<file path="config.mk">
export PLATFORM = sky130hd
export DESIGN_NAME = fb_writer
export DESIGN_NICKNAME = d
export VERILOG_FILES = /design/src/gfx_pixel_pkg.sv /design/src/fb_writer.sv
export VERILOG_INCLUDE_DIRS = /design/src /design/src/include
export SDC_FILE = /design/constraint.sdc
export NUM_CORES = 1
export LEC_CHECK = 0
export ABC_AREA = 0
export BUFFER_PORTS_ARGS = -buffer_cell sky130_fd_sc_hd__buf_2
export CAP_MARGIN = 20
export CELL_PAD_IN_SITES_DETAIL_PLACEMENT = 2
export CELL_PAD_IN_SITES_GLOBAL_PLACEMENT = 2
export CORE_MARGIN = 10
export CORE_UTILIZATION = 25
export CTS_CLUSTER_DIAMETER = 150
export DETAILED_ROUTE_END_ITERATION = 8
export PLACE_DENSITY_LB_ADDON = 0.15
export SLEW_MARGIN = 20
export SYNTH_ARGS = -nofsm -noshare
export SYNTH_HDL_FRONTEND = slang
export SYNTH_SLANG_ARGS = --single-unit
export TNS_END_PERCENT = 20
</file>
<file path="constraint.sdc">
create_clock -name clk -period 1.12 [get_ports clk]
set_input_delay 0.112 -clock clk [delete_from_list [all_inputs] [get_ports clk]]
set_output_delay 0.112 -clock clk [all_outputs]
set_load 0.03 [all_outputs]
</file>
<file path="src/include/gfx_defines.svh">
`ifndef GFX_DEFINES_SVH
`define GFX_DEFINES_SVH

// visible frame size in pixels
`define GFX_FB_WIDTH      16
`define GFX_FB_HEIGHT     12

// horizontal raster, clocks per line including blanking
`define GFX_H_TOTAL       20
`define GFX_H_SYNC_START  17
// exclusive end of the hsync window
`define GFX_H_SYNC_END    19

// vertical raster, lines per frame including blanking
`define GFX_V_TOTAL       14
`define GFX_V_SYNC_LINE   13

// 4 bits each of red, green, blue
`define GFX_PIXEL_BITS    12

// register byte offsets on the APB bus
`define GFX_REG_CTRL      8'h00
`define GFX_REG_FILL      8'h04
`define GFX_REG_STATUS    8'h08

`endif

</file>
<file path="src/gfx_pixel_pkg.sv">
`include "gfx_defines.svh"

package gfx_pixel_pkg;

  // red in [11:8], green in [7:4], blue in [3:0]
  typedef logic [`GFX_PIXEL_BITS-1:0] pixel_t;
  typedef logic [3:0] channel_t;

  // wide enough for the raster totals, not just the visible area
  typedef logic [4:0] coord_x_t;
  typedef logic [4:0] coord_y_t;

  // y * 16 + x
  typedef logic [7:0] fb_addr_t;

  localparam int unsigned FB_WIDTH  = `GFX_FB_WIDTH;
  localparam int unsigned FB_HEIGHT = `GFX_FB_HEIGHT;
  localparam int unsigned FB_PIXELS = FB_WIDTH * FB_HEIGHT;

endpackage

</file>
<file path="src/fb_writer.sv">
`timescale 1ns/1ps

module fb_writer
  import gfx_pixel_pkg::*;
(
  input  logic     clk,
  input  logic     reset,
  input  logic     pix_valid,
  input  coord_x_t pix_x,
  input  coord_y_t pix_y,
  input  pixel_t   pix_color,
  input  logic     pix_last,
  input  logic     back_locked,
  output logic     pix_ready,
  output logic     wr_en,
  output fb_addr_t wr_addr,
  output pixel_t   wr_data,
  output logic     frame_done
);

  logic xfer;
  logic last_q;

  // the write port never stalls, so only the buffer lock holds us off
  assign pix_ready = ~back_locked;
  assign xfer      = pix_valid & pix_ready;

  always_ff @(posedge clk) begin
    if (reset) begin
      wr_en      <= 1'b0;
      last_q     <= 1'b0;
      frame_done <= 1'b0;
    end else begin
      wr_en      <= xfer;
      last_q     <= xfer & pix_last;
      // one clock behind the final write so it lands before the swap
      frame_done <= wr_en & last_q;
    end
  end

  always_ff @(posedge clk) begin
    if (xfer) begin
      wr_addr <= fb_addr_t'(pix_y * FB_WIDTH + pix_x);
      wr_data <= pix_color;
    end
  end

  // pattern source must stay inside the visible frame
  wr_addr_in_range: assert property (
    @(posedge clk) disable iff (reset)
    wr_en |-> (wr_addr < FB_PIXELS)
  );

endmodule

</file>
==> Yosys cells after proc, flatten, opt, wreduce, memory -nomap -nowiden <==
Index checks and enable logic that the tools add are counted.
{ "op_classes": {"add_sub_neg": 1, "n_bitwise": 4} }
{ "ops": {"columns": ["op", "n"], "rows": [
  ["adder 8 x 5 -> 8 bit", 1],
  ["AND 1 bit", 3],
  ["NOT 1 bit", 1]
]} }
{ "word_totals": {"ff_bits": 23, "out_inout_bits": 23} }

==> Logic depth before layout (Yosys ltp) <==
{ "depth": {"depth_word": 3, "mapped_depth": 3, "ltp_nobuf": 3} }

==> Worst setup path before layout <==
Ideal clock, no wire load.
{ "synth_timing": {"path_type": "input to register", "from": "in pix_x[4]", "to": "reg wr_addr[6] (data pin)", "path_buffers": 0, "t_arrival_ps": 629, "required_ps": 863, "setup_slack_ps": 234, "cell_stages": 3, "setup_ps": 257, "path_cell_list": "ha_1 ha_1 xor2_1"} }
{ "synth_between": {"elab_chain_len": 1} }
{ "synth_lines": {"columns": ["item", "line", "text"], "rows": [
  ["start, declared", "fb_writer.sv:9", "input coord_x_t pix_x,"],
  ["adder 8 x 5 -> 8 bit", "fb_writer.sv:43", "wr_addr <= fb_addr_t'(pix_y * FB_WIDTH + pix_x);"],
  ["end signal, assigned", "fb_writer.sv:43", null],
  ["end, declared", "fb_writer.sv:16", "output fb_addr_t wr_addr,"]
]} }
Every way passes these cells.
A chain may end at the register's enable or synchronous reset.

==> Worst setup path after layout <==
{ "layout_timing": {"from": "reg wr_data[4]", "to": "out wr_data[4]"} }
{ "layout_lines": {"columns": ["item", "line", "text"], "rows": [
  ["start, declared", "fb_writer.sv:17", "output pixel_t wr_data,"],
  ["start signal, assigned", "fb_writer.sv:44", "wr_data <= pix_color;"]
]} }
No word-level cell between the ends.

==> results.sh <==
export IMPL_status="finished, final reports clean"
export IMPL_rr_worst_depth=2
export IMPL_dpl_worst_slack_ns=0.0836
export IMPL_clk_latency_ns=0.30
export IMPL_drt_pre_antenna_iters=2
export IMPL_hold_ws_ns=0.00450
export IMPL_initial_utilization_pct=26.6
export IMPL_root_buffer="clkbuf_4"
export IMPL_hold_viol_final=0
export IMPL_drt_iter0_drc=26
export IMPL_worstSetupStartpoint="wr_data[4]$_DFFE_PP_"
export IMPL_crit_chain="buf_2"
export IMPL_maxCapViolations=0
export IMPL_drc=0
export IMPL_die_width_um=74.7
export IMPL_post_cts_buffers=0
export IMPL_setup_ws_ns=0.126
export IMPL_fin_nets=135
export IMPL_cp_max_fo=1
export IMPL_start_kind="flop"
export IMPL_p_leak_nw=0.547
export IMPL_core_area_mm2=0.00281
export IMPL_min_period_over_period_pct=88.7
export IMPL_row_count=19
export IMPL_fmax_ghz=1.01
export IMPL_post_cts_resized=0
export IMPL_grt_usage_pct=8.14
export IMPL_grt_pass1_vias=613
export IMPL_num_vias=553
export IMPL_syn_area_um2=747
export IMPL_routabilityCongestion=0.588
export IMPL_ys_ff_latch=23
export IMPL_holdCritStartpoint="pix_last"
export IMPL_crit_family="flip-flops"
export IMPL_cts_hold_buf=17
export IMPL_whs_path_depth=2
export IMPL_clk_pin_slew_ns=0.13
export IMPL_hold_path_class="input port to flop"
export IMPL_ys_types=12
export IMPL_synth_area_per_cell_um2=22.0
export IMPL_ys_warn_count=0
export IMPL_numPortBuffers=48
export IMPL_grt_util_met1_pct=8.69
export IMPL_ant_nets=0
export IMPL_htreeDepth=1
export IMPL_setup_viol_count_final=0
export IMPL_cts_buffers=3
export IMPL_tritoncts="yes"
export IMPL_critPathBufInv=1
export IMPL_fin_skew_ns=0.000539
export IMPL_cp_slowest_cell="edfxtp_1"
export IMPL_maxSlewViolCount=0
export IMPL_worst_pin_slew_ns=0.168
export IMPL_critical_path_arrival_ns=0.88
export IMPL_wire_per_inst_um=16.4
export IMPL_cp_required_ns=1.01
export IMPL_yosysSeqAreaShare_pct=88.4
export IMPL_regToRegSetupSlack_ns=0.59
export IMPL_min_to="last_q$_SDFF_PP0_"
export IMPL_clk_path_buf_depth=2
export IMPL_syn_to_final_growth_pct=67.7
export IMPL_powerDensity_mw_per_mm2=1340
export IMPL_layoutNonFillerInstCount=136
export IMPL_r2r_end="frame_done$_SDFF_PP0_"
export IMPL_setup_tns_ns=0
export IMPL_wl_um=2230
export IMPL_use_met2_pct=13.8
export IMPL_die_h_um=74.7
export IMPL_use_met3_pct=2.89
export IMPL_critical_path_max_stage_delay_ns=0.39
export IMPL_rsz0062_at_grt="false"
export IMPL_syn_inst=34
export IMPL_grt_antenna_before_repair=0
export IMPL_slew_headroom_pct=88.9
export IMPL_dp_cells=114
export IMPL_finalCriticalPeriod_ns=0.994
export IMPL_grt_max_degree=21
export IMPL_antenna_cells=0
export IMPL_worst_setup_path_end_kind="output pin"
export IMPL_worstSetupPathType="flop to output pin"
export IMPL_grt_busiest_layer="met2"
export IMPL_grt_overflow=0
export IMPL_grt_pass1_wl_um=3290
export IMPL_drive_gt1_share_pct=51.4
export IMPL_cts_sinks=23
export IMPL_irDropWorstVdd_mv=0.475
export IMPL_syn_nets=63
export IMPL_die_area_mm2=0.00557
export IMPL_timing_rr_start="wr_en$_SDFF_PP0_"
export IMPL_vias_per_cell=4.07
export IMPL_num_io_pins=50
==> power by group <==
part           switching [mW]  internal (mW)
logic                   0.177          0.123
registers              0.0122          0.991
clock network           0.240          0.139
total                   0.429           1.25
==> final cells by class <==
| cell class | count | area [um^2] |
|---|---|---|
| Tap cell | 31 | 38.8 |
| Timing Repair Buffer | 67 | 440 |
| Clock buffer | 4 | 26.3 |
| Fill cell | 296 | 1550 |
| Multi-Input combinational cell | 10 | 82.6 |
| Sequential cell | 23 | 661 |
| Inverter | 1 | 3.75 |
==> routing by layer <==
layer / vias up / share of wire (%)
met3: 0 / 7.7
li1: 266 / -
met5: - / 0
met1: 255 / 41
met2: 32 / 51
met4: 0 / 0
==> layout by cell type (no fill, tap or decap) <==
master / count
and2_1: 1
and2b_2: 1
buf_12: 1
buf_2: 48
clkbuf_1: 1
clkbuf_4: 3
dfxtp_1: 3
dlygate4sd3_1: 18
edfxtp_1: 20
ha_1: 2
inv_1: 1
nand2_1: 1
nand3_1: 1
nor2_1: 1
nor3b_2: 1
xnor2_1: 1
xor2_1: 1
==> stage by stage <==
step | instance area [um^2] | util (%) | power [mW]
3_5_place_dp | 1050 | 37.3 | 1.28
3_3_place_gp | 1050 | 37.3 | 1.27
6_report | 1250 | 44.6 | 1.68
4_1_cts | 1240 | 44.3 | 1.70
5_1_grt | 1250 | 44.6 | 1.76
2_1_floorplan | 747 | - | 1.16
==> cells by family (layout without fill, tap and decap cells) <==
group | after synthesis | in the layout | share of synthesized area [%]
buffers and inverters | 1 | 72 | 0.502
XOR/XNOR | 2 | 2 | 2.35
flip-flops | 23 | 23 | 88.4
adder cells (fa/ha/maj) | 2 | 2 | 3.35
AND/OR/NAND/NOR | 6 | 6 | 5.36
==> Yosys cell counts, drive strengths merged <==
master  number  area share, %
nor2         1           0.50
nand2        1           0.50
ha           2            3.3
xor2         1            1.2
nand3        1           0.67
edfxtp      20             80
xnor2        1            1.2
dfxtp        3            8.0
and2         1           0.84
inv          1           0.50
nor3b        1            1.7
and2b        1            1.2
==> sequential cells by signal (all words and copies together) (netlist names) <==
name	cells
frame_done	1
last_q	1
wr_addr	8
wr_data	12
wr_en	1
==> worst max-delay path by stage <==
stage                                       to  cells past startpoint
after floorplan           wr_addr[6]$_DFFE_PP_                      3
after global placement    wr_addr[6]$_DFFE_PP_                      4
after detailed placement  wr_addr[6]$_DFFE_PP_                      4
after CTS                           wr_data[4]                      1
after global routing                wr_addr[2]                      1
final                               wr_data[4]                      1
Power figures use the tool's default switching activity.
