$ cat src/include/gfx_defines.svh
`ifndef GFX_DEFINES_SVH
`define GFX_DEFINES_SVH

// visible frame size in pixels
`define GFX_FB_WIDTH      16
`define GFX_FB_HEIGHT     12

// horizontal raster, clocks per line including blanking
`define GFX_H_TOTAL       20
`define GFX_H_SYNC_START  17
// exclusive end of the hsync window
`define GFX_H_SYNC_END    19

// vertical raster, lines per frame including blanking
`define GFX_V_TOTAL       14
`define GFX_V_SYNC_LINE   13

// 4 bits each of red, green, blue
`define GFX_PIXEL_BITS    12

// register byte offsets on the APB bus
`define GFX_REG_CTRL      8'h00
`define GFX_REG_FILL      8'h04
`define GFX_REG_STATUS    8'h08

`endif

$ cat src/gfx_pixel_pkg.sv
`include "gfx_defines.svh"

package gfx_pixel_pkg;

  // red in [11:8], green in [7:4], blue in [3:0]
  typedef logic [`GFX_PIXEL_BITS-1:0] pixel_t;
  typedef logic [3:0] channel_t;

  // wide enough for the raster totals, not just the visible area
  typedef logic [4:0] coord_x_t;
  typedef logic [4:0] coord_y_t;

  // y * 16 + x
  typedef logic [7:0] fb_addr_t;

  localparam int unsigned FB_WIDTH  = `GFX_FB_WIDTH;
  localparam int unsigned FB_HEIGHT = `GFX_FB_HEIGHT;
  localparam int unsigned FB_PIXELS = FB_WIDTH * FB_HEIGHT;

endpackage

$ cat src/scanout.sv
`timescale 1ns/1ps
`include "gfx_defines.svh"

module scanout
  import gfx_pixel_pkg::*;
(
  input  logic     clk,
  input  logic     reset,
  input  logic     displaying,
  input  pixel_t   rd_data,
  output fb_addr_t rd_addr,
  output logic     frame_start,
  output logic     hsync,
  output logic     vsync,
  output logic     de,
  output channel_t red,
  output channel_t grn,
  output channel_t blu
);

  coord_x_t h_cnt;
  coord_y_t v_cnt;
  logic     h_end;
  logic     v_end;
  logic     visible;
  logic     show;

  assign h_end   = (h_cnt == coord_x_t'(`GFX_H_TOTAL - 1));
  assign v_end   = (v_cnt == coord_y_t'(`GFX_V_TOTAL - 1));
  assign visible = (h_cnt < FB_WIDTH) && (v_cnt < FB_HEIGHT);

  assign frame_start = (h_cnt == '0) && (v_cnt == '0);

  // free running raster
  always_ff @(posedge clk) begin
    if (reset) begin
      h_cnt <= '0;
      v_cnt <= '0;
    end else if (h_end) begin
      h_cnt <= '0;
      v_cnt <= v_end ? '0 : v_cnt + 1'b1;
    end else begin
      h_cnt <= h_cnt + 1'b1;
    end
  end

  // outside the visible area the address parks at 0
  assign rd_addr = visible ? fb_addr_t'(v_cnt * FB_WIDTH + h_cnt) : '0;

  // sync and de delayed one clock to line up with rd_data
  always_ff @(posedge clk) begin
    if (reset) begin
      hsync <= 1'b0;
      vsync <= 1'b0;
      de    <= 1'b0;
    end else begin
      hsync <= (h_cnt >= coord_x_t'(`GFX_H_SYNC_START)) &&
               (h_cnt < coord_x_t'(`GFX_H_SYNC_END));
      vsync <= (v_cnt == coord_y_t'(`GFX_V_SYNC_LINE));
      de    <= visible;
    end
  end

  // black until the first buffer swap
  assign show = de & displaying;

  assign red = show ? rd_data[11:8] : '0;
  assign grn = show ? rd_data[7:4]  : '0;
  assign blu = show ? rd_data[3:0]  : '0;

endmodule

$ cat config.mk
export PLATFORM = sky130hd
export DESIGN_NAME = scanout
export DESIGN_NICKNAME = d
export VERILOG_FILES = /design/src/gfx_pixel_pkg.sv /design/src/scanout.sv
export VERILOG_INCLUDE_DIRS = /design/src /design/src/include
export SDC_FILE = /design/constraint.sdc
export NUM_CORES = 1
export LEC_CHECK = 0
export BUFFER_PORTS_ARGS = -buffer_cell sky130_fd_sc_hd__buf_2
export CAP_MARGIN = 20
export CORE_MARGIN = 2
export CORE_UTILIZATION = 35
export CTS_CLUSTER_SIZE = 14
export DETAILED_ROUTE_END_ITERATION = 8
export GPL_TIMING_DRIVEN = 0
export HOLD_SLACK_MARGIN = 0.15
export PLACE_DENSITY = 0.75
export SYNTH_ARGS = -nofsm -noshare
export SYNTH_HDL_FRONTEND = slang
export SYNTH_SLANG_ARGS = --single-unit
$ cat constraint.sdc
create_clock -name clk -period 1.85 [get_ports clk]
set_input_delay 0.555 -clock clk [delete_from_list [all_inputs] [get_ports clk]]
set_output_delay 0.555 -clock clk [all_outputs]
set_load 0.02 [all_outputs]
# After elaboration in Yosys (flattened, before gate mapping)
# Cells that the tools add are included.
word_totals:
  register_bits: 13
  in_bits: 15
  wordCells: 26
  out_inout_bits: 24
op_classes:
  n_bitwise: 1
  n_addsub: 3
  n_lt_le_gt_ge: 4
  eq_ne: 2
  reduce_logical: 6
  muxes: 5
op_table:
  columns: ["op", "count"]
  rows:
  - ["$mux 4", 3]
  - ["$add 5x1->5 const B", 2]
  - ["$logic_not 5->1", 2]
  - ["$lt 5x5->1 const B", 2]
  - ["$add 8x5->8", 1]
  - ["$mux 8", 1]
  - ["$eq 5x4->1 const B", 1]
  - ["$eq 5x5->1 const B", 1]
  - ["$ge 5x5->1 const B", 1]
  - ["$lt 5x4->1 const B", 1]
  - ["$mux 5", 1]
  - ["$logic_and 1x1->1", 3]
  - ["$reduce_or 2->1", 1]
  - ["$and 1x1->1", 1]

# Logic depth before layout (Yosys ltp)
logic_depth:
  word_depth: 3
  depth_mapped: 5
  depth_no_buf: 5

# Least setup slack after synthesis
# Ideal clock, no wire load.
synth_timing:
  path_type: "reg-to-output"
  start: "register h_cnt[4]"
  end: "output port frame_start"
  required_time_ps: 1295
  path_buffers: 0
  slack_ps: -235
  stages_incl_launch_ff: 3
  t_arrival_ps: 1530
  path_cell_list: "dfxtp_1 -> or4_1 -> nor4_1"
synth_via:
  elab_chain_cells: 2
synth_rtl:
  columns: ["item", "line", "text"]
  rows:
  - ["start, declared", "scanout.sv:21", "coord_x_t h_cnt;"]
  - ["start signal, assigned", "scanout.sv:43", "h_cnt <= h_cnt + 1'b1;"]
  - ["$logic_not 5->1", "scanout.sv:32", "assign frame_start = (h_cnt == '0) && (v_cnt == '0);"]
  - ["$logic_and 1x1->1", "scanout.sv:32", null]
  - ["end, declared", "scanout.sv:12", "output logic frame_start,"]
# No other way between the ends.

# Worst setup path in the final report
layout_timing:
  start: "register v_cnt[4]"
  end: "output port frame_start"
layout_via:
  elab_chain_cells: 2
layout_rtl:
  columns: ["item", "line", "text"]
  rows:
  - ["start, declared", "scanout.sv:22", "coord_y_t v_cnt;"]
  - ["start signal, assigned", "scanout.sv:41", "v_cnt <= v_end ? '0 : v_cnt + 1'b1;"]
  - ["$logic_not 5->1", "scanout.sv:32", null]
  - ["$logic_and 1x1->1", "scanout.sv:32", null]
# No other way between the ends.

==> metrics.cfg <==
[outcome]
status = finished with violations
violations = setup timing

[place]
dp_cells = 163
io_buffers = 38
gp_congestion = 0.753
dp_hpwl_um = 1650
placed_cell_area_um2 = 1070

[power]
p_leak_nw = 0.632
total_power_uw = 606
vdd_drop_max_mv = 0.556
powerDensity_nw_per_um2 = 460
clock_power_share = 0.305
seq_power_share = 0.487
sw_frac_of_total = 0.297
p_comb_frac = 0.208
p_int_uw = 426
p_switching_uw = 180

[clocking]
clk_pin_slew_ns = 0.08
clk_latency_ns = 0.29
cts_made_buffers = 3
root_buffer = clkbuf_4
htree_levels = 1
clockBufferDepth = 2
cts_sinks = 13
tritoncts = done
cts_hold_buf = 0

[route]
viasPerCell = 5.34
vias = 903
route.detailed.wl_per_inst_um = 13.6
wl_um = 2300
first_pass_iters = 4
drc_errors = 0
initialDrtViolationCount = 9
ant_nets = 0

[synth]
yosysWarnings = 0
ys.flop_type = dfxtp_1
synth_top_area_frac = 0.314
synth.area.top_cells = dfxtp_1 31%, ha_1 12%, and3_1 9.1%
ys_ff_latch = 13
syn_inst = 97
yosysTopAreaCell = dfxtp_1
netlist_area_um2 = 828
synth_common_cells = 13 x dfxtp_1, 12 x and3_1, 8 x ha_1, 7 x nor2_1
syn_nets = 120
synth_cell_types = 35
async_flop_share = 0
synth_enable_flop_cells = 0
synth_most_common_cell = dfxtp_1
synth.yosys.seq_area_share = 0.314
avgSynthCellArea_um2 = 8.54

[layout]
drive_above_1_share = 0.504
nets = 165
fillers = 195
finish.utilization = 0.590
n_antenna_cell = 0
syn_to_final_growth_pct = 59.1
instances_no_fill = 169
regArea_um2 = 274
multiInputGateArea_um2 = 632
fin_area_um2 = 1320

[global_route]
track_usage = 0.187
grt_overflow = 0
grt_max_degree = 11
grt_pass1_vias = 905
antenna_found_initial = 0
grt_pass1_wl_um = 3730

[die]
coreArea_um2 = 2230
start_util = 0.371
die_h_um = 52.6
die_w_um = 52.6
core.rowCount = 17
die_area_um2 = 2770
io_pins = 39

[flow_run]
cap_viol_max_count = 0

[sta]
relSlewSlack = 0.697
fin_skew_ns = 0.00245
period_needed_ns = 2.07
fin_setup_tns_ns = -1.02
hold_violations = 0
setup_ws_ns = -0.216
fmax_mhz = 484
maxSlewViolCount = 0
finalCritPeriodShare = 1.12
tightest_slew_ns = 0.454
setup_viol = 9
rsz0062_at_grt = yes

[worst_setup_path]
slowest_delay_ns = 0.54
slowest_stage = or4_4
start_kind = register
crit_type = register to primary output
crit_fanout = 2
required_ns = 1.29
cp_cell_sequence = or4_4 > nor4_4 > buf_4
cp-end-kind = primary output
crit_arrival_ns = 1.51

[worst_hold_path]
hp-class = input pin to register

==> layout by cell type, fill, tap and decap left out, types with 2 or more instances in the layout <==
cell type	n
clkbuf_1	2
a21oi_1	5
buf_4	4
buf_12	2
o21ai_0	4
buf_6	10
nor2b_1	2
clkbuf_4	3
nand3_1	4
buf_2	29
inv_1	5
ha_1	6
a311oi_1	2
and3_1	12
nor2_1	4
and2_4	4
dfxtp_2	2
nand2_1	3
nor3_1	2
ha_4	2
dfxtp_1	8
dfxtp_4	3
nor2_4	3
==> stage by stage <==
stage / worst slack (ns) / hold WS, ns
global placement: -0.0726 / 0.540
CTS: -0.215 / 0.496
finish: -0.216 / 0.495
detailed placement: -0.0617 / 0.554
global route: -0.285 / 0.508
floorplan: 0.0465 / 0.503
==> per-layer routing <==
metal	wire length [um]	track usage	up-vias	share of wire
met5	0	0	-	0
met4	51	0.0812	0	0.022
met3	186	0.0714	6	0.081
met2	1180	0.331	41	0.51
met1	877	0.193	418	0.38
li1	-	-	438	-
==> cell families (layout without fill, tap and decap cells) <==
kind of cell,Yosys count,in the layout,synth area share
AND/OR/NAND/NOR,46,46,0.331
buffers and inverters,11,55,0.0680
XOR/XNOR,2,2,0.0212
multiplexers,1,1,0.0136
flip-flops,13,13,0.314
AO/OA/AOI/OAI,16,16,0.131
adder cells (fa/ha/maj),8,8,0.121
==> power by group through the flow <==
stage	combinational, mW	sequential (mW)	clock [mW]
2_1_floorplan	0.0679	0.302	0
3_3_place_gp	0.110	0.303	0
3_5_place_dp	0.113	0.303	0
4_1_cts	0.122	0.293	0.189
5_1_grt	0.139	0.296	0.197
6_report	0.126	0.295	0.184
==> sequential cells by signal, indices dropped and copies added, names as in the netlist <==
name   count
vsync      1
hsync      1
de         1
v_cnt      5
h_cnt      5
==> critical path, delay by kind of cell (launching register included) <==
kind                   cells  cell delay [ns]
buffers and inverters      1             0.18
AND/OR/NAND/NOR            2             0.68
flip-flops                 1             0.35
==> timing repair <==
| action | in CTS | in global routing |
|---|---|---|
| hold endpoints to repair | 0 | 0 |
| setup endpoints to repair | 9 | 19 |
| resized for setup | 29 | 20 |
| buffers inserted | 4 | 0 |
| pin swaps | 6 | 3 |
==> area by class of cell <==
| cell class | count | area share |
|---|---|---|
| clock buffer | 4 | 0.0199 |
| buffer | 4 | 0.0351 |
| tap | 28 | 0.0266 |
| timing repair buffer | 42 | 0.217 |
| inverter | 5 | 0.0142 |
| sequential | 13 | 0.208 |
| multi-input combinational | 73 | 0.480 |
==> worst paths after layout <==
kind                    startpoint               endpoint  slack [ns]  depth (start not counted)
min reg2reg    h_cnt[3]$_SDFF_PP0_    h_cnt[4]$_SDFF_PP0_        0.54                          2
max reg2reg    h_cnt[0]$_SDFF_PP0_  v_cnt[4]$_SDFFE_PP0P_        0.23                          5
max          v_cnt[4]$_SDFFE_PP0P_            frame_start       -0.22                          3
min                          reset  v_cnt[3]$_SDFFE_PP0P_        0.50                          2
Note: power is estimated with default switching activity, not from simulation.
