<file path="src/include/gfx_defines.svh">
`ifndef GFX_DEFINES_SVH
`define GFX_DEFINES_SVH

// visible frame size in pixels
`define GFX_FB_WIDTH      16
`define GFX_FB_HEIGHT     12

// horizontal raster, clocks per line including blanking
`define GFX_H_TOTAL       20
`define GFX_H_SYNC_START  17
// exclusive end of the hsync window
`define GFX_H_SYNC_END    19

// vertical raster, lines per frame including blanking
`define GFX_V_TOTAL       14
`define GFX_V_SYNC_LINE   13

// 4 bits each of red, green, blue
`define GFX_PIXEL_BITS    12

// register byte offsets on the APB bus
`define GFX_REG_CTRL      8'h00
`define GFX_REG_FILL      8'h04
`define GFX_REG_STATUS    8'h08

`endif

</file>
<file path="src/gfx_ctrl_pkg.sv">
`include "gfx_defines.svh"

package gfx_ctrl_pkg;

  typedef logic [7:0]  apb_addr_t;
  typedef logic [31:0] apb_data_t;

  // encoding 3 is reserved and renders as solid
  typedef logic [1:0] pattern_mode_t;

  localparam pattern_mode_t MODE_SOLID    = 2'd0;
  localparam pattern_mode_t MODE_GRADIENT = 2'd1;
  localparam pattern_mode_t MODE_CHECKER  = 2'd2;

  localparam apb_addr_t ADDR_CTRL   = `GFX_REG_CTRL;
  localparam apb_addr_t ADDR_FILL   = `GFX_REG_FILL;
  localparam apb_addr_t ADDR_STATUS = `GFX_REG_STATUS;

  typedef enum logic {
    GEN_IDLE,
    GEN_EMIT
  } gen_state_t;

  typedef enum logic [1:0] {
    DB_EMPTY,
    DB_DRAWING,
    DB_SWAP_WAIT,
    DB_SHOWING
  } dbuf_state_t;

endpackage

</file>
<file path="src/gfx_pixel_pkg.sv">
`include "gfx_defines.svh"

package gfx_pixel_pkg;

  // red in [11:8], green in [7:4], blue in [3:0]
  typedef logic [`GFX_PIXEL_BITS-1:0] pixel_t;
  typedef logic [3:0] channel_t;

  // wide enough for the raster totals, not just the visible area
  typedef logic [4:0] coord_x_t;
  typedef logic [4:0] coord_y_t;

  // y * 16 + x
  typedef logic [7:0] fb_addr_t;

  localparam int unsigned FB_WIDTH  = `GFX_FB_WIDTH;
  localparam int unsigned FB_HEIGHT = `GFX_FB_HEIGHT;
  localparam int unsigned FB_PIXELS = FB_WIDTH * FB_HEIGHT;

endpackage

</file>
<file path="src/dbuf_mem.sv">
`timescale 1ns/1ps

module dbuf_mem
  import gfx_ctrl_pkg::*;
  import gfx_pixel_pkg::*;
(
  input  logic       clk,
  input  logic       reset,
  input  logic       wr_en,
  input  fb_addr_t   wr_addr,
  input  pixel_t     wr_data,
  input  fb_addr_t   rd_addr,
  input  logic       frame_start,
  input  logic       frame_done,
  input  logic       draw_start,
  output pixel_t     rd_data,
  output logic       back_locked,
  output logic       busy,
  output logic       displaying,
  output logic [7:0] swap_count
);

  dbuf_state_t state;
  logic        front_sel;
  logic        front_sel_nxt;
  logic        swap;
  logic        frame_done_q;
  logic        done_rise;

  // index 0 or 1, front_sel names the buffer on screen
  pixel_t mem [2][FB_PIXELS];

  // rising edge of the writer's completion flag
  assign done_rise = frame_done & ~frame_done_q;

  // swap only at a frame boundary, never mid-scan
  assign swap          = (state == DB_SWAP_WAIT) & frame_start;
  assign front_sel_nxt = swap ? ~front_sel : front_sel;

  assign back_locked = (state == DB_SWAP_WAIT);
  // draw_start term makes busy rise on the same edge as the pulse
  assign busy = draw_start | (state == DB_DRAWING) | (state == DB_SWAP_WAIT);

  always_ff @(posedge clk) begin
    if (reset) begin
      state        <= DB_EMPTY;
      front_sel    <= 1'b0;
      frame_done_q <= 1'b0;
      displaying   <= 1'b0;
      swap_count   <= '0;
    end else begin
      frame_done_q <= frame_done;
      front_sel    <= front_sel_nxt;
      case (state)
        DB_EMPTY: begin
          if (draw_start) state <= DB_DRAWING;
        end
        DB_DRAWING: begin
          if (done_rise) state <= DB_SWAP_WAIT;
        end
        DB_SWAP_WAIT: begin
          if (swap) begin
            state      <= DB_SHOWING;
            displaying <= 1'b1;
            swap_count <= swap_count + 1'b1;
          end
        end
        DB_SHOWING: begin
          if (draw_start) state <= DB_DRAWING;
        end
        default: state <= DB_EMPTY;
      endcase
    end
  end

  // writes land in the back buffer
  always_ff @(posedge clk) begin
    if (wr_en) begin
      mem[~front_sel][wr_addr] <= wr_data;
    end
  end

  // read with the incoming select so pixel (0,0) already comes from the new front
  always_ff @(posedge clk) begin
    rd_data <= mem[front_sel_nxt][rd_addr];
  end

  sel_changes_on_frame_start: assert property (
    @(posedge clk) disable iff (reset)
    (front_sel != $past(front_sel)) |-> $past(frame_start)
  );

  // writer must honor back_locked
  no_write_in_swap_wait: assert property (
    @(posedge clk) disable iff (reset)
    (state == DB_SWAP_WAIT) |-> !wr_en
  );

endmodule

</file>
<file path="config.mk">
export PLATFORM = sky130hd
export DESIGN_NAME = dbuf_mem
export DESIGN_NICKNAME = d
export VERILOG_FILES = /design/src/gfx_ctrl_pkg.sv /design/src/gfx_pixel_pkg.sv /design/src/dbuf_mem.sv
export VERILOG_INCLUDE_DIRS = /design/src /design/src/include
export SDC_FILE = /design/constraint.sdc
export NUM_CORES = 2
export LEC_CHECK = 0
export CAP_MARGIN = 20
export CORE_MARGIN = 4
export CORE_UTILIZATION = 56
export DETAILED_ROUTE_END_ITERATION = 10
export DONT_BUFFER_PORTS = 1
export PLACE_DENSITY_LB_ADDON = 0.05
export SLEW_MARGIN = 25
export SYNTH_ARGS = -nofsm -noshare
export SYNTH_HDL_FRONTEND = slang
export SYNTH_MEMORY_MAX_BITS = 65536
export SYNTH_SLANG_ARGS = --single-unit
</file>
<file path="constraint.sdc">
create_clock -name clk -period 4.4 [get_ports clk]
set_clock_uncertainty 0.15 [all_clocks]
set_input_delay 0.44 -clock clk [delete_from_list [all_inputs] [get_ports clk]]
set_output_delay 0.44 -clock clk [all_outputs]
set_load 0.005 [all_outputs]
</file>
Yosys cells after proc, flatten, opt, wreduce, memory -nomap -nowiden
Memories as Yosys holds them, arrays and structs flattened.
Index checks and enable logic that the tools add are counted.
Operators by class
  add/sub/neg operators: 1
  magnitude comparators: 3
  equal/unequal tests: 6
  mux-type cells: 12
  bitwise gates (word level): 8
  reduce and logical (&&, ||, !) cells: 5
Operators by type and width (count)
  $mux W2304: 1
  $bmux W12 S8: 1
  $demux W12 S8: 1
  $mux W12: 3
  $ge A9 B9 Y1 const B: 2
  $not A8 Y9: 2
  $lt A9 B1 Y1 const B: 1
  $add A8 B1 Y8 const B: 1
  $mux W2: 3
  $pmux W2 S3: 1
  $eq A2 B2 Y1 const B: 2
  $ne A2 B1 Y1 const B: 2
  $reduce_and A3 Y1: 1
  $and A1 B1 Y1: 2
  $eq A2 B1 Y1 const B: 1
  $logic_not A2 Y1: 1
  $mux W1: 2
  $ne A2 B2 Y1 const B: 1
  $not A1 Y1: 2
  $or A1 B1 Y1: 2
  $reduce_and A2 Y1: 1
  $reduce_or A2 Y1: 1
  $logic_and A1 B1 Y1: 1
Storage, ports and cells
  register bits: 25
  memory bits (writable): 4608
  output and inout bits: 23
  logic and storage cells: 42
  memories: 1
Memories
  mem: words 2, bits a word 2304, rd ports 1, clocked after Yosys merged registers in 0, wr ports 1, RTL line dbuf_mem.sv:31  | pixel_t mem [2][FB_PIXELS];

Logic depth before layout (Yosys ltp)
An unclocked memory read counts as a cell.
  word-level depth: 7
  depth in mapped cells: 17

Worst setup path after synthesis
OpenSTA, ideal clock, no wires.
  path type: register -> register
  from: register state[0]
  to: register rd_data[11]
  library setup time: 0.125 ns
  arrival time: 2.967 ns
  data required time: 4.125 ns
  slack: 1.158 ns
  stages on the path, launching flop included: 15
  period minus slack after synthesis: 3.242 ns
  cells stage by stage: dfxtp_1 inv_1 ha_1 nand3b_1 and2_1 buf_6 buf_4 buf_4 buf_2 mux4_2 o2111a_1 a21oi_1 o211ai_1 o2111ai_1 nand3_1
Between the ends
  cells in the longest elaborated chain, start to end: 7
Ends and longest elaborated chain
  start, declared: RTL line dbuf_mem.sv:23  | dbuf_state_t state;
  start signal, assigned: RTL line dbuf_mem.sv:46  | state <= DB_EMPTY;
  start signal, assigned: RTL line dbuf_mem.sv:56  | if (draw_start) state <= DB_DRAWING;
  start signal, assigned: RTL line dbuf_mem.sv:59  | if (done_rise) state <= DB_SWAP_WAIT;
  $eq A2 B2 Y1
  via back_locked: RTL line dbuf_mem.sv:17  | output logic back_locked,
  $and A1 B1 Y1: RTL line dbuf_mem.sv:37  | assign swap = (state == DB_SWAP_WAIT) & frame_start;
  $mux W1: RTL line dbuf_mem.sv:38  | assign front_sel_nxt = swap ? ~front_sel : front_sel;
  $mem_v2 Z2 W2304
  $bmux W12 S8: RTL line dbuf_mem.sv:85  | rd_data <= mem[front_sel_nxt][rd_addr];
  $mux W12 (not written as such) (2 in series): RTL line dbuf_mem.sv:85
  end signal, assigned: RTL line dbuf_mem.sv:85
  end, declared: RTL line dbuf_mem.sv:16  | output pixel_t rd_data,
The timed path passes the listed nets, and every way through them passes these cells. The select of a mux whose other input is x is not followed.
A chain may end at the register's enable or synchronous reset.

Worst setup path after layout
  from: register state[0]
  to: register rd_data[10]
Between the ends
  cells in the longest elaborated chain, start to end: 7
Ends and longest elaborated chain (RTL line)
  $eq A2 B2 Y1: dbuf_mem.sv:37
  $and A1 B1 Y1: dbuf_mem.sv:37
  $mux W1: dbuf_mem.sv:38
  $mem_v2 Z2 W2304
  $bmux W12 S8: dbuf_mem.sv:85
  $mux W12 (not written as such) (2 in series): dbuf_mem.sv:85
Every way passes these cells. The select of a mux whose other input is x is not followed.

==> results by group <==
Drt
  – Routed vias/inst: 6.41
  – DR pass1 iterations: 6
  – Routed WL per cell: 32.3 µm
  – Initial DRC count: 13800
  – Vias: 102000
  – Final wirelength: 513 mm
  – Antenna viol nets, final: 0
  – Drt drc: 0

Clock network
  – H-tree Lvls: 5
  – CTS sink cnt: 4633
  – CTS tree: yes
  – CTS buffer count: 462
  – Clk buf depth: 4
  – CTS root buffer: clkbuf_16
  – Clk pin slew, worst setup/hold paths: 60 ps
  – Clk Latency, worst-skew pair: 990 ps

Floorplanning
  – Rows: 207
  – Die Y: 574 µm
  – Core ar.: 0.319 mm²
  – Number of top-level pins: 57
  – Die Footprint: 0.330 mm²
  – DIE WIDTH: 574 µm
  – Initial core utilization: 56.3%

Setup path
  – Nature of the critical path startpoint: flip-flop
  – Worst Path Required: 5100 ps
  – Max FO, Critical Path: 38
  – CP Capture Type: flip-flop
  – Worst Setup SP: state[0]$_SDFFE_PP0P_
  – Path type of the worst setup path: reg2reg
  – Arrival time at the worst endpoint: 5010 ps
  – Reg2Reg Launch Point: state[0]$_SDFFE_PP0P_

Synth
  – Largest family of logic cells by synthesized area: multiplexers
  – Yosys reg bits: 4633
  – Syn nets: 10600
  – Area contributors post-synth: edfxtp_1, mux4_2, nand2_1, nand3_1, mux2i_1
  – Syn avg cell area: 16.9 µm²
  – Number of synthesized flops with an enable pin: 4608
  – Main synth FF type: edfxtp_1
  – Seq/Total Area, Yosys: 77.4%
  – Post-synth ARST share: 0%
  – Synth Warn #: 0
  – Netlist cell types: 70
  – Gate Count Post-Synth: 10600
  – Post-synthesis compound-gate area fraction: 3.37%
  – Synth Area in Adders: 0.0279%
  – Syn Std Cell Area: 0.179 mm²
  – Post-Synth XOR/XNOR Area: 0.0342%
  – Simple-gate share of the synthesized area: 8.45%
  – Multiplexer share of the synthesized area: 9.01%
  – Yosys top cell area share: 77.1%
  – Largest area contributor in the netlist: edfxtp_1

Power
  – PwrDens: 494 mW/mm²
  – Worst vdd ir: 0.384 mV
  – Total leakage power: 0.0676 µW

Layout
  – Commonest non-fill, non-tap cell in the layout: edfxtp_1
  – Area growth syn-to-layout: 14.7%
  – Final Net Count: 11400
  – Share of layout cells above drive strength 1: 19.4%
  – Fill cells: 22100
  – Most frequent cells in the layout: edfxtp_1, nand2_1, buf_4, nand3_1, mux4_2
  – Post-route insts no fill: 15900
  – Final core occ: 64.6%

Placement
  – DP HPWL: 289 mm
  – Number of port buffers: 0
  – Routability cong.: 0.879
  – Post-place setup slack: -1240 ps
  – Placed Cells: 14900

STA
  – Slew margin rel.: -29.3%
  – Fmax: 0.232 GHz
  – Final TNS setup: 0 ps
  – Fin worst setup slack: 92.8 ps
  – Final-report hold violation count: 41
  – Worst slew pin tran: 1940 ps
  – Worst hold margin: -190 ps
  – Final setup vio count: 0
  – Final Slew Violations: 411
  – Fin crit period: 4310 ps
  – Period utilisation layout: 97.9%

Global route
  – First-pass GRT wire length: 727 mm
  – Number of global-route vias before repair: 98200
  – Largest net degree at the start of global routing: 385
  – Grt total ovfl: 0
  – Global router's overall resource usage: 30.5%
  – Initial antenna violation count: 34

Min path
  – Hold path startpoint: wr_data[11]
  – Hold/Removal Path Class: in2reg

Run
  – Max cap viols: 0

Run status
  – Status: finished, violations left
  – Failing checks: hold timing, slew limit
[critical path: stages, from the launching register on]
cell	delay (ps)
dfxtp_1	340
inv_1	70
ha_2	280
a21bo_4	210
and2_4	160
buf_12	180
buf_4	190
buf_12	150
buf_12	230
buf_4	290
mux2i_1	230
a22oi_1	160
nand3_1	130
nand4_1	350
a31oi_4	460
buf_4	200
or3b_4	250
nand3_1	110
[layer usage]
layer	up-vias	share of wire, %	track usage (%)
met5	-	0.011	0
met4	8	4.2	11.0
met3	834	10	5.65
met2	5179	46	45.9
met1	53000	40	45.3
li1	43000	-	-
[power breakdown]
group | internal (µW) | switching, µW | total [µW]
sequential | 48600 | 136 | 48800
clock | 22700 | 16400 | 39100
combinational | 5420 | 8380 | 13800
[sequential cells by signal (all words and copies together) (netlist names)]
register,cells
displaying,1
frame_done_q,1
front_sel,1
mem,4608
rd_data,12
state,2
swap_count,8
[final timing paths]
check / to / slack, ps / depth (start not counted)
setup reg to reg: rd_data[10]$_DFF_P_ / 90 / 17
hold reg to reg: state[1]$_SDFFE_PP0P_ / 370 / 2
hold / removal: mem[0][863]$_DFFE_PP_ / -190 / 1
setup / recovery: rd_data[10]$_DFF_P_ / 90 / 17
[per-stage QoR]
step | area, µm² | power [µW]
2_1_floorplan | 179000 | 58000
3_3_place_gp | 189000 | 62200
3_5_place_dp | 189000 | 62400
4_1_cts | 205000 | 101000
5_1_grt | 206000 | 105000
6_report | 206000 | 102000
[final cells by class]
type | count | area, µm² | share of cell area, %
antenna | 13 | 32.5 | 0.0158
clock buffer | 590 | 12300 | 5.97
clock inverter | 265 | 2680 | 1.30
inverter | 9 | 37.5 | 0.0182
multi-input combinational | 5280 | 37900 | 18.4
sequential | 4633 | 139000 | 67.5
tap | 4180 | 5230 | 2.54
timing repair buffer | 931 | 8900 | 4.32
[synth_stat cells, drive strengths merged, types with 8 or more instances]
master	n
a22oi	68
dfxtp	25
a211oi	64
nand2	1994
inv	8
o2111a	13
o22ai	46
a32oi	91
clkbuf	350
nor2b	17
o2111ai	44
nor3	44
nand3	716
nor2	468
nor4	11
or3	22
mux2i	220
mux4	591
o311ai	22
nand2b	15
o21ai	50
buf	315
nand4	165
mux2	58
a31oi	242
edfxtp	4608
o211ai	50
a221oi	22
a21oi	73
and3	72
[logic make-up (layout without fill, tap and decap cells)]
kind of cell               after synthesis  in the layout
AOI/OAI and AO/OA                      846            846
xor gates and xnor gates                 7              7
adders and majority gates                4              4
buffers and inverters                  674           1795
DFF                                   4633           4633
muxes                                  869            869
other                                    0             13
and+or+nand+nor                       3554           3554
[repair_timing]
action,4_1_cts,5_1_grt
resized for setup,13,9
hold endpoints to repair,4723,2091
buffers inserted,4,16
setup endpoints to repair,11,8
pin swaps,1,4
hold buffers,27,30
Power figures use the tool's default switching activity.
