### config.mk
export PLATFORM = sky130hd
export DESIGN_NAME = pattern_gen
export DESIGN_NICKNAME = d
export VERILOG_FILES = /design/src/gfx_ctrl_pkg.sv /design/src/gfx_pixel_pkg.sv /design/src/pattern_gen.sv
export VERILOG_INCLUDE_DIRS = /design/src /design/src/include
export SDC_FILE = /design/constraint.sdc
export NUM_CORES = 1
export LEC_CHECK = 0
export ABC_CLOCK_PERIOD_IN_PS = 1500
export BUFFER_PORTS_ARGS = -buffer_cell sky130_fd_sc_hd__clkbuf_2
export CAP_MARGIN = 20
export CELL_PAD_IN_SITES_DETAIL_PLACEMENT = 1
export CELL_PAD_IN_SITES_GLOBAL_PLACEMENT = 1
export CORE_ASPECT_RATIO = 0.7
export CORE_MARGIN = 2
export CORE_UTILIZATION = 34
export DETAILED_ROUTE_END_ITERATION = 10
export GPL_ROUTABILITY_DRIVEN = 0
export PLACE_DENSITY = 0.83
export SYNTH_ARGS = -nofsm -noshare
export SYNTH_HDL_FRONTEND = slang
export SYNTH_SLANG_ARGS = --single-unit
### constraint.sdc
create_clock -name clk -period 1.5 [get_ports clk]
set_input_delay 0.15 -clock clk [delete_from_list [all_inputs] [get_ports clk]]
set_output_delay 0.15 -clock clk [all_outputs]
set_load 0.02 [all_outputs]
### src/include/gfx_defines.svh
`ifndef GFX_DEFINES_SVH
`define GFX_DEFINES_SVH

// visible frame size in pixels
`define GFX_FB_WIDTH      16
`define GFX_FB_HEIGHT     12

// horizontal raster, clocks per line including blanking
`define GFX_H_TOTAL       20
`define GFX_H_SYNC_START  17
// exclusive end of the hsync window
`define GFX_H_SYNC_END    19

// vertical raster, lines per frame including blanking
`define GFX_V_TOTAL       14
`define GFX_V_SYNC_LINE   13

// 4 bits each of red, green, blue
`define GFX_PIXEL_BITS    12

// register byte offsets on the APB bus
`define GFX_REG_CTRL      8'h00
`define GFX_REG_FILL      8'h04
`define GFX_REG_STATUS    8'h08

`endif

### src/gfx_ctrl_pkg.sv
`include "gfx_defines.svh"

package gfx_ctrl_pkg;

  typedef logic [7:0]  apb_addr_t;
  typedef logic [31:0] apb_data_t;

  // encoding 3 is reserved and renders as solid
  typedef logic [1:0] pattern_mode_t;

  localparam pattern_mode_t MODE_SOLID    = 2'd0;
  localparam pattern_mode_t MODE_GRADIENT = 2'd1;
  localparam pattern_mode_t MODE_CHECKER  = 2'd2;

  localparam apb_addr_t ADDR_CTRL   = `GFX_REG_CTRL;
  localparam apb_addr_t ADDR_FILL   = `GFX_REG_FILL;
  localparam apb_addr_t ADDR_STATUS = `GFX_REG_STATUS;

  typedef enum logic {
    GEN_IDLE,
    GEN_EMIT
  } gen_state_t;

  typedef enum logic [1:0] {
    DB_EMPTY,
    DB_DRAWING,
    DB_SWAP_WAIT,
    DB_SHOWING
  } dbuf_state_t;

endpackage

### src/gfx_pixel_pkg.sv
`include "gfx_defines.svh"

package gfx_pixel_pkg;

  // red in [11:8], green in [7:4], blue in [3:0]
  typedef logic [`GFX_PIXEL_BITS-1:0] pixel_t;
  typedef logic [3:0] channel_t;

  // wide enough for the raster totals, not just the visible area
  typedef logic [4:0] coord_x_t;
  typedef logic [4:0] coord_y_t;

  // y * 16 + x
  typedef logic [7:0] fb_addr_t;

  localparam int unsigned FB_WIDTH  = `GFX_FB_WIDTH;
  localparam int unsigned FB_HEIGHT = `GFX_FB_HEIGHT;
  localparam int unsigned FB_PIXELS = FB_WIDTH * FB_HEIGHT;

endpackage

### src/pattern_gen.sv
`timescale 1ns/1ps

module pattern_gen
  import gfx_ctrl_pkg::*;
  import gfx_pixel_pkg::*;
(
  input  logic          clk,
  input  logic          reset,
  input  logic          draw_start,
  input  pattern_mode_t mode,
  input  pixel_t        fill_color,
  input  logic          pix_ready,
  output logic          pix_valid,
  output coord_x_t      pix_x,
  output coord_y_t      pix_y,
  output pixel_t        pix_color,
  output logic          pix_last
);

  gen_state_t    state;
  pattern_mode_t mode_q;
  pixel_t        fill_q;
  logic          xfer;
  logic          x_end;
  channel_t      grad_red;
  channel_t      grad_grn;

  assign pix_valid = (state == GEN_EMIT);
  assign xfer      = pix_valid & pix_ready;
  assign x_end     = (pix_x == coord_x_t'(FB_WIDTH - 1));
  assign pix_last  = x_end & (pix_y == coord_y_t'(FB_HEIGHT - 1));

  always_ff @(posedge clk) begin
    if (reset) begin
      state <= GEN_IDLE;
      pix_x <= '0;
      pix_y <= '0;
    end else begin
      case (state)
        GEN_IDLE: begin
          if (draw_start) begin
            state <= GEN_EMIT;
            pix_x <= '0;
            pix_y <= '0;
          end
        end
        GEN_EMIT: begin
          // raster order, x first
          if (xfer) begin
            if (pix_last) begin
              state <= GEN_IDLE;
            end else if (x_end) begin
              pix_x <= '0;
              pix_y <= pix_y + 1'b1;
            end else begin
              pix_x <= pix_x + 1'b1;
            end
          end
        end
        default: state <= GEN_IDLE;
      endcase
    end
  end

  // settings are frozen for the whole frame
  always_ff @(posedge clk) begin
    if (draw_start && state == GEN_IDLE) begin
      mode_q <= mode;
      fill_q <= fill_color;
    end
  end

  assign grad_red = channel_t'(pix_x);
  assign grad_grn = channel_t'(pix_y);

  always_comb begin
    pix_color = fill_q;
    case (mode_q)
      MODE_SOLID:    pix_color = fill_q;
      MODE_GRADIENT: pix_color = {grad_red, grad_grn, fill_q[3:0]};
      // 4x4 tiles
      MODE_CHECKER:  pix_color = (pix_x[2] ^ pix_y[2]) ? ~fill_q : fill_q;
      default:       pix_color = fill_q;
    endcase
  end

endmodule

# Word-level counts from Yosys, hierarchy flattened
# Index checks and enable logic that the tools add are counted.
# classes
add_sub_neg	2
eq_ne	8
muxes	15
bitwise_logic	5
n_reduce_logical	3
# op_table
cell	count
$mux 5	7
$pmux 12 s2	1
$pmux 5 s2	2
$mux 12	1
$not 12->12	1
$add 5x1->5 const B	2
$eq 5x4->1 const B	2
$ne 2x1->1 const B	2
$ne 2x2->1 const B	2
$reduce_and 4->1	1
$mux 1	3
$reduce_and 3->1	1
$and 1x1->1	2
$eq 2x1->1 const B	1
$eq 2x2->1 const B	1
$pmux 1 s2	1
$logic_and 1x1->1	1
$not 1->1	1
$xor 1x1->1	1
# totals
ff_bits	25
output_inout_bits	24

# Longest topological paths before layout
# Gate-level depths: netlist (run 1).
# logic_depth
word_depth	5
depth_mapped	7

# Worst setup path after synthesis (run 1)
# Ideal clock, no wire load.
# synth_timing
path_kind	register to output
startpoint	register mode_q[1]
endpoint	output pix_color[7]
arrival_time_ps	1610
required_ps	1350
setup_slack_ps	-260
stages_incl_launch_ff	6
path_buffers	2
cell_sequence	edfxtp_1 > ha_1 > clkbuf_1 > clkbuf_1 > a21oi_1 > o22ai_1
# synth_between
elab_chain_len	2
# synth_rtl
item	line_no	text
start: declaration	pattern_gen.sv:21	pattern_mode_t mode_q;
start signal: assignment	pattern_gen.sv:68	mode_q <= mode;
$eq 2x2->1 / $eq 2x1->1 (equally long branches)	pattern_gen.sv:78	case (mode_q)
$pmux 12 s2 *	pattern_gen.sv:78	
end: declaration	pattern_gen.sv:16	output pixel_t pix_color,
# Every way passes the cells marked *; elsewhere a longest branch is shown, timed or not.

# Worst setup path in the final report (run 1)
# layout_timing
startpoint	register mode_q[1]
endpoint	output pix_color[5]
# Same word-level chain as after synthesis.

==> results of run 1 <==
cell usage after synthesis (4+ instances only):
library cell | instances | area share (%)
sky130_fd_sc_hd__clkbuf_1 | 4 | 1.0
sky130_fd_sc_hd__ha_1 | 4 | 3.4
sky130_fd_sc_hd__a22o_1 | 4 | 2.4
sky130_fd_sc_hd__nand2_1 | 28 | 7.2
sky130_fd_sc_hd__o21ai_1 | 6 | 2.1
sky130_fd_sc_hd__a221o_1 | 5 | 3.4
sky130_fd_sc_hd__nor3_1 | 4 | 1.4
sky130_fd_sc_hd__o21ai_0 | 8 | 2.8
sky130_fd_sc_hd__inv_1 | 5 | 1.3
sky130_fd_sc_hd__edfxtp_1 | 14 | 29
sky130_fd_sc_hd__dfxtp_1 | 11 | 15
sky130_fd_sc_hd__nand3_1 | 4 | 1.4
sky130_fd_sc_hd__nor2_1 | 13 | 3.4
sky130_fd_sc_hd__mux2_2 | 4 | 3.1
how the worst max path moves through the flow:
stage	slack, ns	depth (start not counted)	endpoint
6_report	-0.46	6	pix_color[5]
5_1_grt	-0.52	6	pix_color[4]
4_1_cts	-0.46	6	pix_color[4]
3_5_place_dp	-0.28	7	pix_color[6]
3_3_place_gp	-0.18	6	pix_color[1]
2_1_floorplan	-0.16	7	pix_color[11]
report_power, final:
| part | switching [mW] | internal, mW | total, mW |
|---|---|---|---|
| registers | 0.0270 | 0.748 | 0.775 |
| clock network | 0.248 | 0.195 | 0.444 |
| logic | 0.193 | 0.170 | 0.363 |
sequential cells by signal (all words and copies together) (netlist names):
register and count:
fill_q 12, mode_q 2, pix_y 5, pix_x 5, pix_valid 1
stage by stage:
stage          setup WS [ns]  setup TNS, ns
2_1_floorplan         -0.157          -1.42
3_3_place_gp          -0.176          -1.73
3_5_place_dp          -0.281          -2.77
4_1_cts               -0.457          -4.92
5_1_grt               -0.518          -5.94
6_report              -0.461          -5.14
layout make-up:
type / instances / area (um2)
inverters: 5 / 18.8
clock buffers: 3 / 41.3
multi-input cells: 113 / 900
repair buffers: 70 / 539
clock inverters: 1 / 8.76
fillers: 460 / 1790
well taps: 52 / 65.1
flip-flops and latches: 25 / 658
kinds of logic (layout without fill, tap and decap cells):
logic type | after synthesis | count (layout) | synth area share (%)
adder cells (fa/ha/maj) | 4 | 4 | 3.45
AO/OA/AOI/OAI | 37 | 37 | 17.8
flip-flops | 25 | 25 | 44.1
buffers and inverters | 14 | 79 | 5.52
XOR/XNOR | 1 | 1 | 1.90
AND/OR/NAND/NOR | 66 | 66 | 23.4
multiplexers | 5 | 5 | 3.79
repair_timing:
item | in CTS | in global routing
pin swaps | 12 | 9
endpoints found under the setup margin | 16 | 20
resized for setup | 44 | 29
setup buffers | 6 | 2
metal layers:
metal | track usage (%) | wire (um) | vias up | share of wire, %
met3 | 3.83 | 177 | 6 | 3.3
met1 | 31.0 | 2450 | 753 | 45
met2 | 40.4 | 2750 | 35 | 51
met4 | 5.71 | 61 | 0 | 1.1
li1 | - | - | 694 | -
met5 | 0 | 0 | - | 0
==> out/summary.md, run 1 <==
The flow ran to the end, but the final reports show violations. The final reports fail on negative setup slack. The region available for standard cell placement spans 0.00402 mm2.

Number of max-slew violations in the final report: 0. The terminus of the critical flop-to-flop path is pix_y[1]. Broken down by cell family, the worst path's largest delay share belongs to flip-flops. Global routing consumed, over all layers together, 23.5% of the routing resources. The critical path contains buffers and inverters numbering 3 combined.

The clock latency on the worst-skew pair was 0.28 ns; the ratio of routed vias to standard cells was 5.53. Synthesis inferred 25 register bits. Cells fill 55.5% of the core in the end.

Once layout is complete, the cells apart from fillers number 269. The wire-length estimate of the detail-placed layout is 3410 um. The maximum fanout count along the critical path works out to 10.

The async set-reset flop share out of synthesis was 0%. The maximum cell stage delay along the critical path was 0.46 ns; the proportion of synthesized chip area in sequential cells was 44.1%. The run gives 13 as the final setup violation count. The maximum number of buffers from clock root to sink was 2; the total inserted antenna cells was 0. For the pin with the worst max-slew slack, the measured transition is 0.296 ns. Of the cells placed in the final design, the portion with a size suffix greater than 1 is 54.8%.

The worst pin sits at a relative slew slack of 80.2%. Counting distinct cell types in the post-synthesis netlist gives 42. The tools report the count of clock tree sinks as 25. The capture endpoint of the worst hold path is fill_q[7].

The tools report the launch point of the worst path as mode_q[1]. The hold path depth works out to 1. The first global-routing pass estimated 8290 um of wire. Nature of the critical path startpoint: a flip-flop.

In the synthesized netlist, the number of instances is 152. In this run the worst hold path is classified as in -> reg. The critical path is of the reg -> out type. Data on the critical path is required at its endpoint by 1.35 ns. The number of warnings issued by yosys is 0, and the row count is 19. The routed wire length per instance came out at 20.2 um. The initial antenna violation count is 0, and the minimum clock period is 1.96 ns. The signal on the critical path passes through ha_4, buf_6, buf_6, nor2_1, a221o_1, buf_2. The most common library cell in the layout ignoring fill and taps was sky130_fd_sc_hd__clkbuf_2. The count of cells along the worst register-to-register path was 6. From synthesis to final layout, the design area changed by 53.7%.

The maximum number of pins on one net before global-route repair is 17, and the initial core utilization is 36.1%. The clock-pin slew of the registers on the worst-case setup and hold paths was 0.11 ns. TritonCTS built the clock tree. The logs give 0.0119 ns for the largest clock skew in the final design and 0 for the count of hold buffers inserted by post-cts repair. The final worst-path setup slack was -0.461 ns. In the finished design, the share of the clock period the worst path needs comes to 131%. The worst-case vdd ir drop was 0.000526 V; the total power density per cell area was 709 mW/mm2.

The maximum achievable frequency is 0.510 GHz. The cell that appears most often on the critical path is sky130_fd_sc_hd__buf_6. TritonCTS created 3 clock buffers. In this run the remaining antenna-violating nets after routing total 0. The run gives 1.58 mW as the total power. The synthesized design contains 14 enable-type register cells. The run gives 0 as the final count of hold timing violations.

The pre-antenna-repair detailed-routing pass consisted of 4 iterations. Number of ports placed on the die boundary: 42. The startpoint identified for the worst hold timing path is fill_color[7].

The total routed wirelength is 5430 um. The number of global-route vias before repair was 1526; the die height was 58.7 um. The origin of the critical flop-to-flop path is pix_x[2]. The critical path's slowest cell is sky130_fd_sc_hd__edfxtp_1. The root cell of the clock tree was sky130_fd_sc_hd__clkbuf_8. Data on the critical path arrives at its endpoint at 1.81 ns. The logs give 1488 for the overall via count from detail_route and 0.00482 mm2 for the full die area. The number of cells in the design after placement came out at 257. The number of nets in the synthesized netlist is 174. Measured along the x axis, the die boundary spans 82.1 um.

The worst hold slack across all endpoints is 0.0338 ns. The count of H-tree levels built during CTS came out at 1. Setup repair after global routing could not meet its margin everywhere. The library cells used most frequently in the layout, excluding fill and tap cells, are 29 x sky130_fd_sc_hd__clkbuf_2, 27 x sky130_fd_sc_hd__nand2_1, 22 x sky130_fd_sc_hd__buf_4, 14 x sky130_fd_sc_hd__edfxtp_1, 11 x sky130_fd_sc_hd__clkbuf_8. The analysis attributes to cell leakage a power of 0.901 nW. Summing all non-filler instances in the final layout gives an area of 0.00223 mm2.

The kind of end point of the critical path was a primary output. In this run the cell area of the synthesized design comes to 0.00145 mm2. The most used flip-flop cell after synthesis was sky130_fd_sc_hd__edfxtp_1. During placement, the flow inserted port buffers numbering 41. After detailed placement, the total cell area comes to 0.00184 mm2. The synthesized area per cell is 9.55 um2.

The post-layout net count came out at 240. After the first detailed-routing iteration, the DRC count stood at 86. Across the run, the number of max-cap violations was 0. The tools report the slack of the worst reg-to-reg path as 0 ns. The run gives 0 as the DRC violation count after routing.

The tools report the total grt overflow as 0.
Note: power is estimated with default switching activity, not from simulation.
==> run 2, diff against run 1 <==
TNS_END_PERCENT = 10   (was not set)
==> run 2 against run 1 <==
Net effect: the run still ends with negative setup slack left; via count down 5.2%; highest routed layer unchanged; combinational power down 18%; non-clock buffer count down 12; worst setup slack better by 0.051 ns; hold slack better by 0.012 ns.
==> out/summary.md, run 2 (synthesis gave the netlist of run 1 again) <==
The accumulated negative setup slack was -4.57 ns (+0.574 ns). In this run the worst hold path is classified as in -> reg. The clock-pin slew of the registers on the worst-case setup and hold paths works out to 0.09 ns (-0.02 ns). Switching portion of total power: 27.6% (-2.0 points). The flow ran to the end, but the final reports show violations. The sequential cell fraction of total power came out at 52.3% (+3.3 points).

The maximum fanout count along the critical path is 5 (-5). Critical path start-end classification: reg -> out. The logs give 0.00402 mm2 (unchanged) for the total core area and 2 (unchanged) for the maximum number of buffers from clock root to sink. The DRC violation count after routing was 0 (unchanged).

The number of buffers added on ports came out at 41 (unchanged). The worst endpoint required time came out at 1.35 ns (about the same). The run gives 258 (-4.1%) as the final cell count without fillers.

The number of fill cells was 463 (+0.65%). The share of the clock period used by the worst path is 127% (-3.4 points). The largest registers in the layout are fill_q x12, pix_x x5, pix_y x5. The worst-case setup slack after placement is -0.286 ns (-0.00474 ns).

TritonCTS built the clock tree. First-pass iteration count of the detailed router: 4 (unchanged). Die height: 58.7 um (unchanged). Kind of end point of the critical path: a primary output.

The total setup buffers inserted after CTS is 0 (-6). Most common library cell in the layout ignoring fill and taps: sky130_fd_sc_hd__clkbuf_2. The slew at the pin with the worst max-slew slack came out at 0.334 ns (+0.0378 ns). The run gives 0.524 GHz (+2.7%) as the maximum achievable frequency. Final standard cell utilization of the core: 48.9% (-6.6 points). The run gives 6970 um (-16%) as the first-pass GRT wire length.

For the switching power summed over all nets, the log shows 409 uW (-13%). For the power share of the combinational group, the log shows 20.1% (-2.9 points). The final count of hold timing violations was 0 (unchanged); the total global routing track utilization was 19.1% (-4.3 points). HPWL reported at the end of detailed placement: 3150 um (-7.4%). The overall die width came out at 82.1 um (unchanged). The run gives 0.00482 mm2 (unchanged) as the full die area. The run gives 0 (unchanged) as the total of max-cap violations.

The ratio of cells with drive above 1 in the final layout works out to 44.2% (-11 points). The routed wire length per instance was 16.9 um (-16%). The run gives 1.48 mW (-6.4%) as the total power. Row count: 19 (unchanged).

Setup repair after global routing could not meet its margin everywhere. The total grt overflow was 0 (unchanged); the total power density per cell area was 753 mW/mm2 (+6.2%). For the data arrival at the endpoint of the critical path, the log shows 1.76 ns (-0.05 ns). The maximum number of pins on one net before global-route repair is 16 (-1), and the number of nets with antenna violations after detailed routing is 0 (unchanged). The tools report the initial core utilization as 36.1% (unchanged).

For the count of clock tree sinks, the log shows 25 (unchanged). The tools report the final worst-path setup slack as -0.410 ns (+0.0515 ns). The checks that failed: negative setup slack. The total internal power is 1.07 mW (-3.8%). The clock latency on the worst-skew pair is 0.27 ns (about the same). The run gives 0.000609 V (+16%) as the worst-case vdd ir drop.

fill_q holds more flip-flops than any other register. The tools report the number of max-slew violations in the final report as 0 (unchanged). The final setup violation count was 13 (unchanged). For the total inserted antenna cells, the log shows 0 (unchanged). The run gives 0 (unchanged) as the initial antenna violation count. The share of total power in the clock network came out at 27.6% (-0.5 points).

The worst setup path is launched from a flip-flop. Relative to the synthesized area, the layout overhead comes to 35.4%. The largest clock skew in the final design is 0.00744 ns (-0.00446 ns), and the post-layout net count is 229 (-4.6%).

Total routed wirelength: 4370 um (-20%). The logs give 77.7% (-2.5 points) for the worst relative slew slack and 3 (unchanged) for the number of buffers created by CTS. The library cells used most frequently in the layout, excluding fill and tap cells, are 32 x sky130_fd_sc_hd__clkbuf_2, 28 x sky130_fd_sc_hd__nand2_1, 17 x sky130_fd_sc_hd__buf_4, 14 x sky130_fd_sc_hd__edfxtp_1, 11 x sky130_fd_sc_hd__nor2_1. The number of ports placed on the die boundary is 42 (unchanged). The tools report the count of H-tree levels built during CTS as 1 (unchanged). The number of global-route vias before repair was 1378 (-9.7%); the flip-flop count of the largest register, all copies and words added was 12 (unchanged).

The ratio of routed vias to standard cells is 5.47 (-1.2%), and the minimum clock period is 1.91 ns (-0.0515 ns). Root cell of the clock tree: sky130_fd_sc_hd__clkbuf_8. The number of cells in the design after placement is 253 (-1.6%), and the iteration-0 DRC count of the detailed router is 77 (-10%).

The run gives 1410 (-5.2%) as the overall via count from detail_route. The leakage power is 0.802 nW (-11%).
[run 2: cell types whose count changed in the layout (fill, tap and decap cells not counted), sizes merged]
cell and delta:
buf -8, inv -1, clkbuf -3, or2 +1
[run 2: what timing repair did]
item                       4_1_cts  5_1_grt
hold buffers                     0        0
pin swaps                        2        5
resized for setup               10       30
gates cloned                     0        1
setup endpoints to repair       16       21
[run 2: final cells by class]
cell class	instances	area, um2	share of cell area, %
clock buffer	4	45.0	2.29
inverter	5	18.8	0.955
multi-input combinational	114	830	42.2
sequential	25	643	32.7
tap	52	65.1	3.31
timing repair buffer	58	364	18.5
[run 2: worst paths after layout]
path,from,to,slack [ns],cells after the start
min,fill_color[2],fill_q[2],0.05,1
min reg2reg,pix_x[4],pix_x[4],0.57,2
max reg2reg,pix_x[2],pix_y[0],0.06,5
max,mode_q[1],pix_color[11],-0.41,5
[run 2: worst max-delay path, stage by stage, from the launching register on]
cell                       delay (ns)
sky130_fd_sc_hd__edfxtp_1        0.45
sky130_fd_sc_hd__ha_4            0.34
sky130_fd_sc_hd__or2_4           0.17
sky130_fd_sc_hd__o21ai_1         0.07
sky130_fd_sc_hd__a221o_1         0.31
sky130_fd_sc_hd__buf_2           0.16
[run 2: per-layer routing]
layer  vias to the layer above  global-route usage, %  share of wire [%]
met4                         0                   4.76                1.4
met2                        41                   31.2                 47
li1                        670                      -                  -
met1                       691                   26.5                 47
met5                         -                      0                  0
met3                         8                   3.22                4.6
[run 2: power groups by stage]
| stage | logic (mW) | registers [mW] | clock network, mW |
|---|---|---|---|
| 5_1_grt | 0.324 | 0.778 | 0.449 |
| 2_1_floorplan | 0.156 | 0.786 | 0 |
| 3_5_place_dp | 0.260 | 0.788 | 0 |
| 6_report | 0.297 | 0.775 | 0.408 |
| 3_3_place_gp | 0.253 | 0.785 | 0 |
| 4_1_cts | 0.274 | 0.773 | 0.424 |
[run 2: metrics by stage]
step                      cell area (um2)  hold slack, ns
after CTS                            1880          0.0423
final                                1970          0.0457
after floorplan                      1470           0.249
after global routing                 1970          0.0331
after global placement               1800           0.328
after detailed placement             1800           0.329
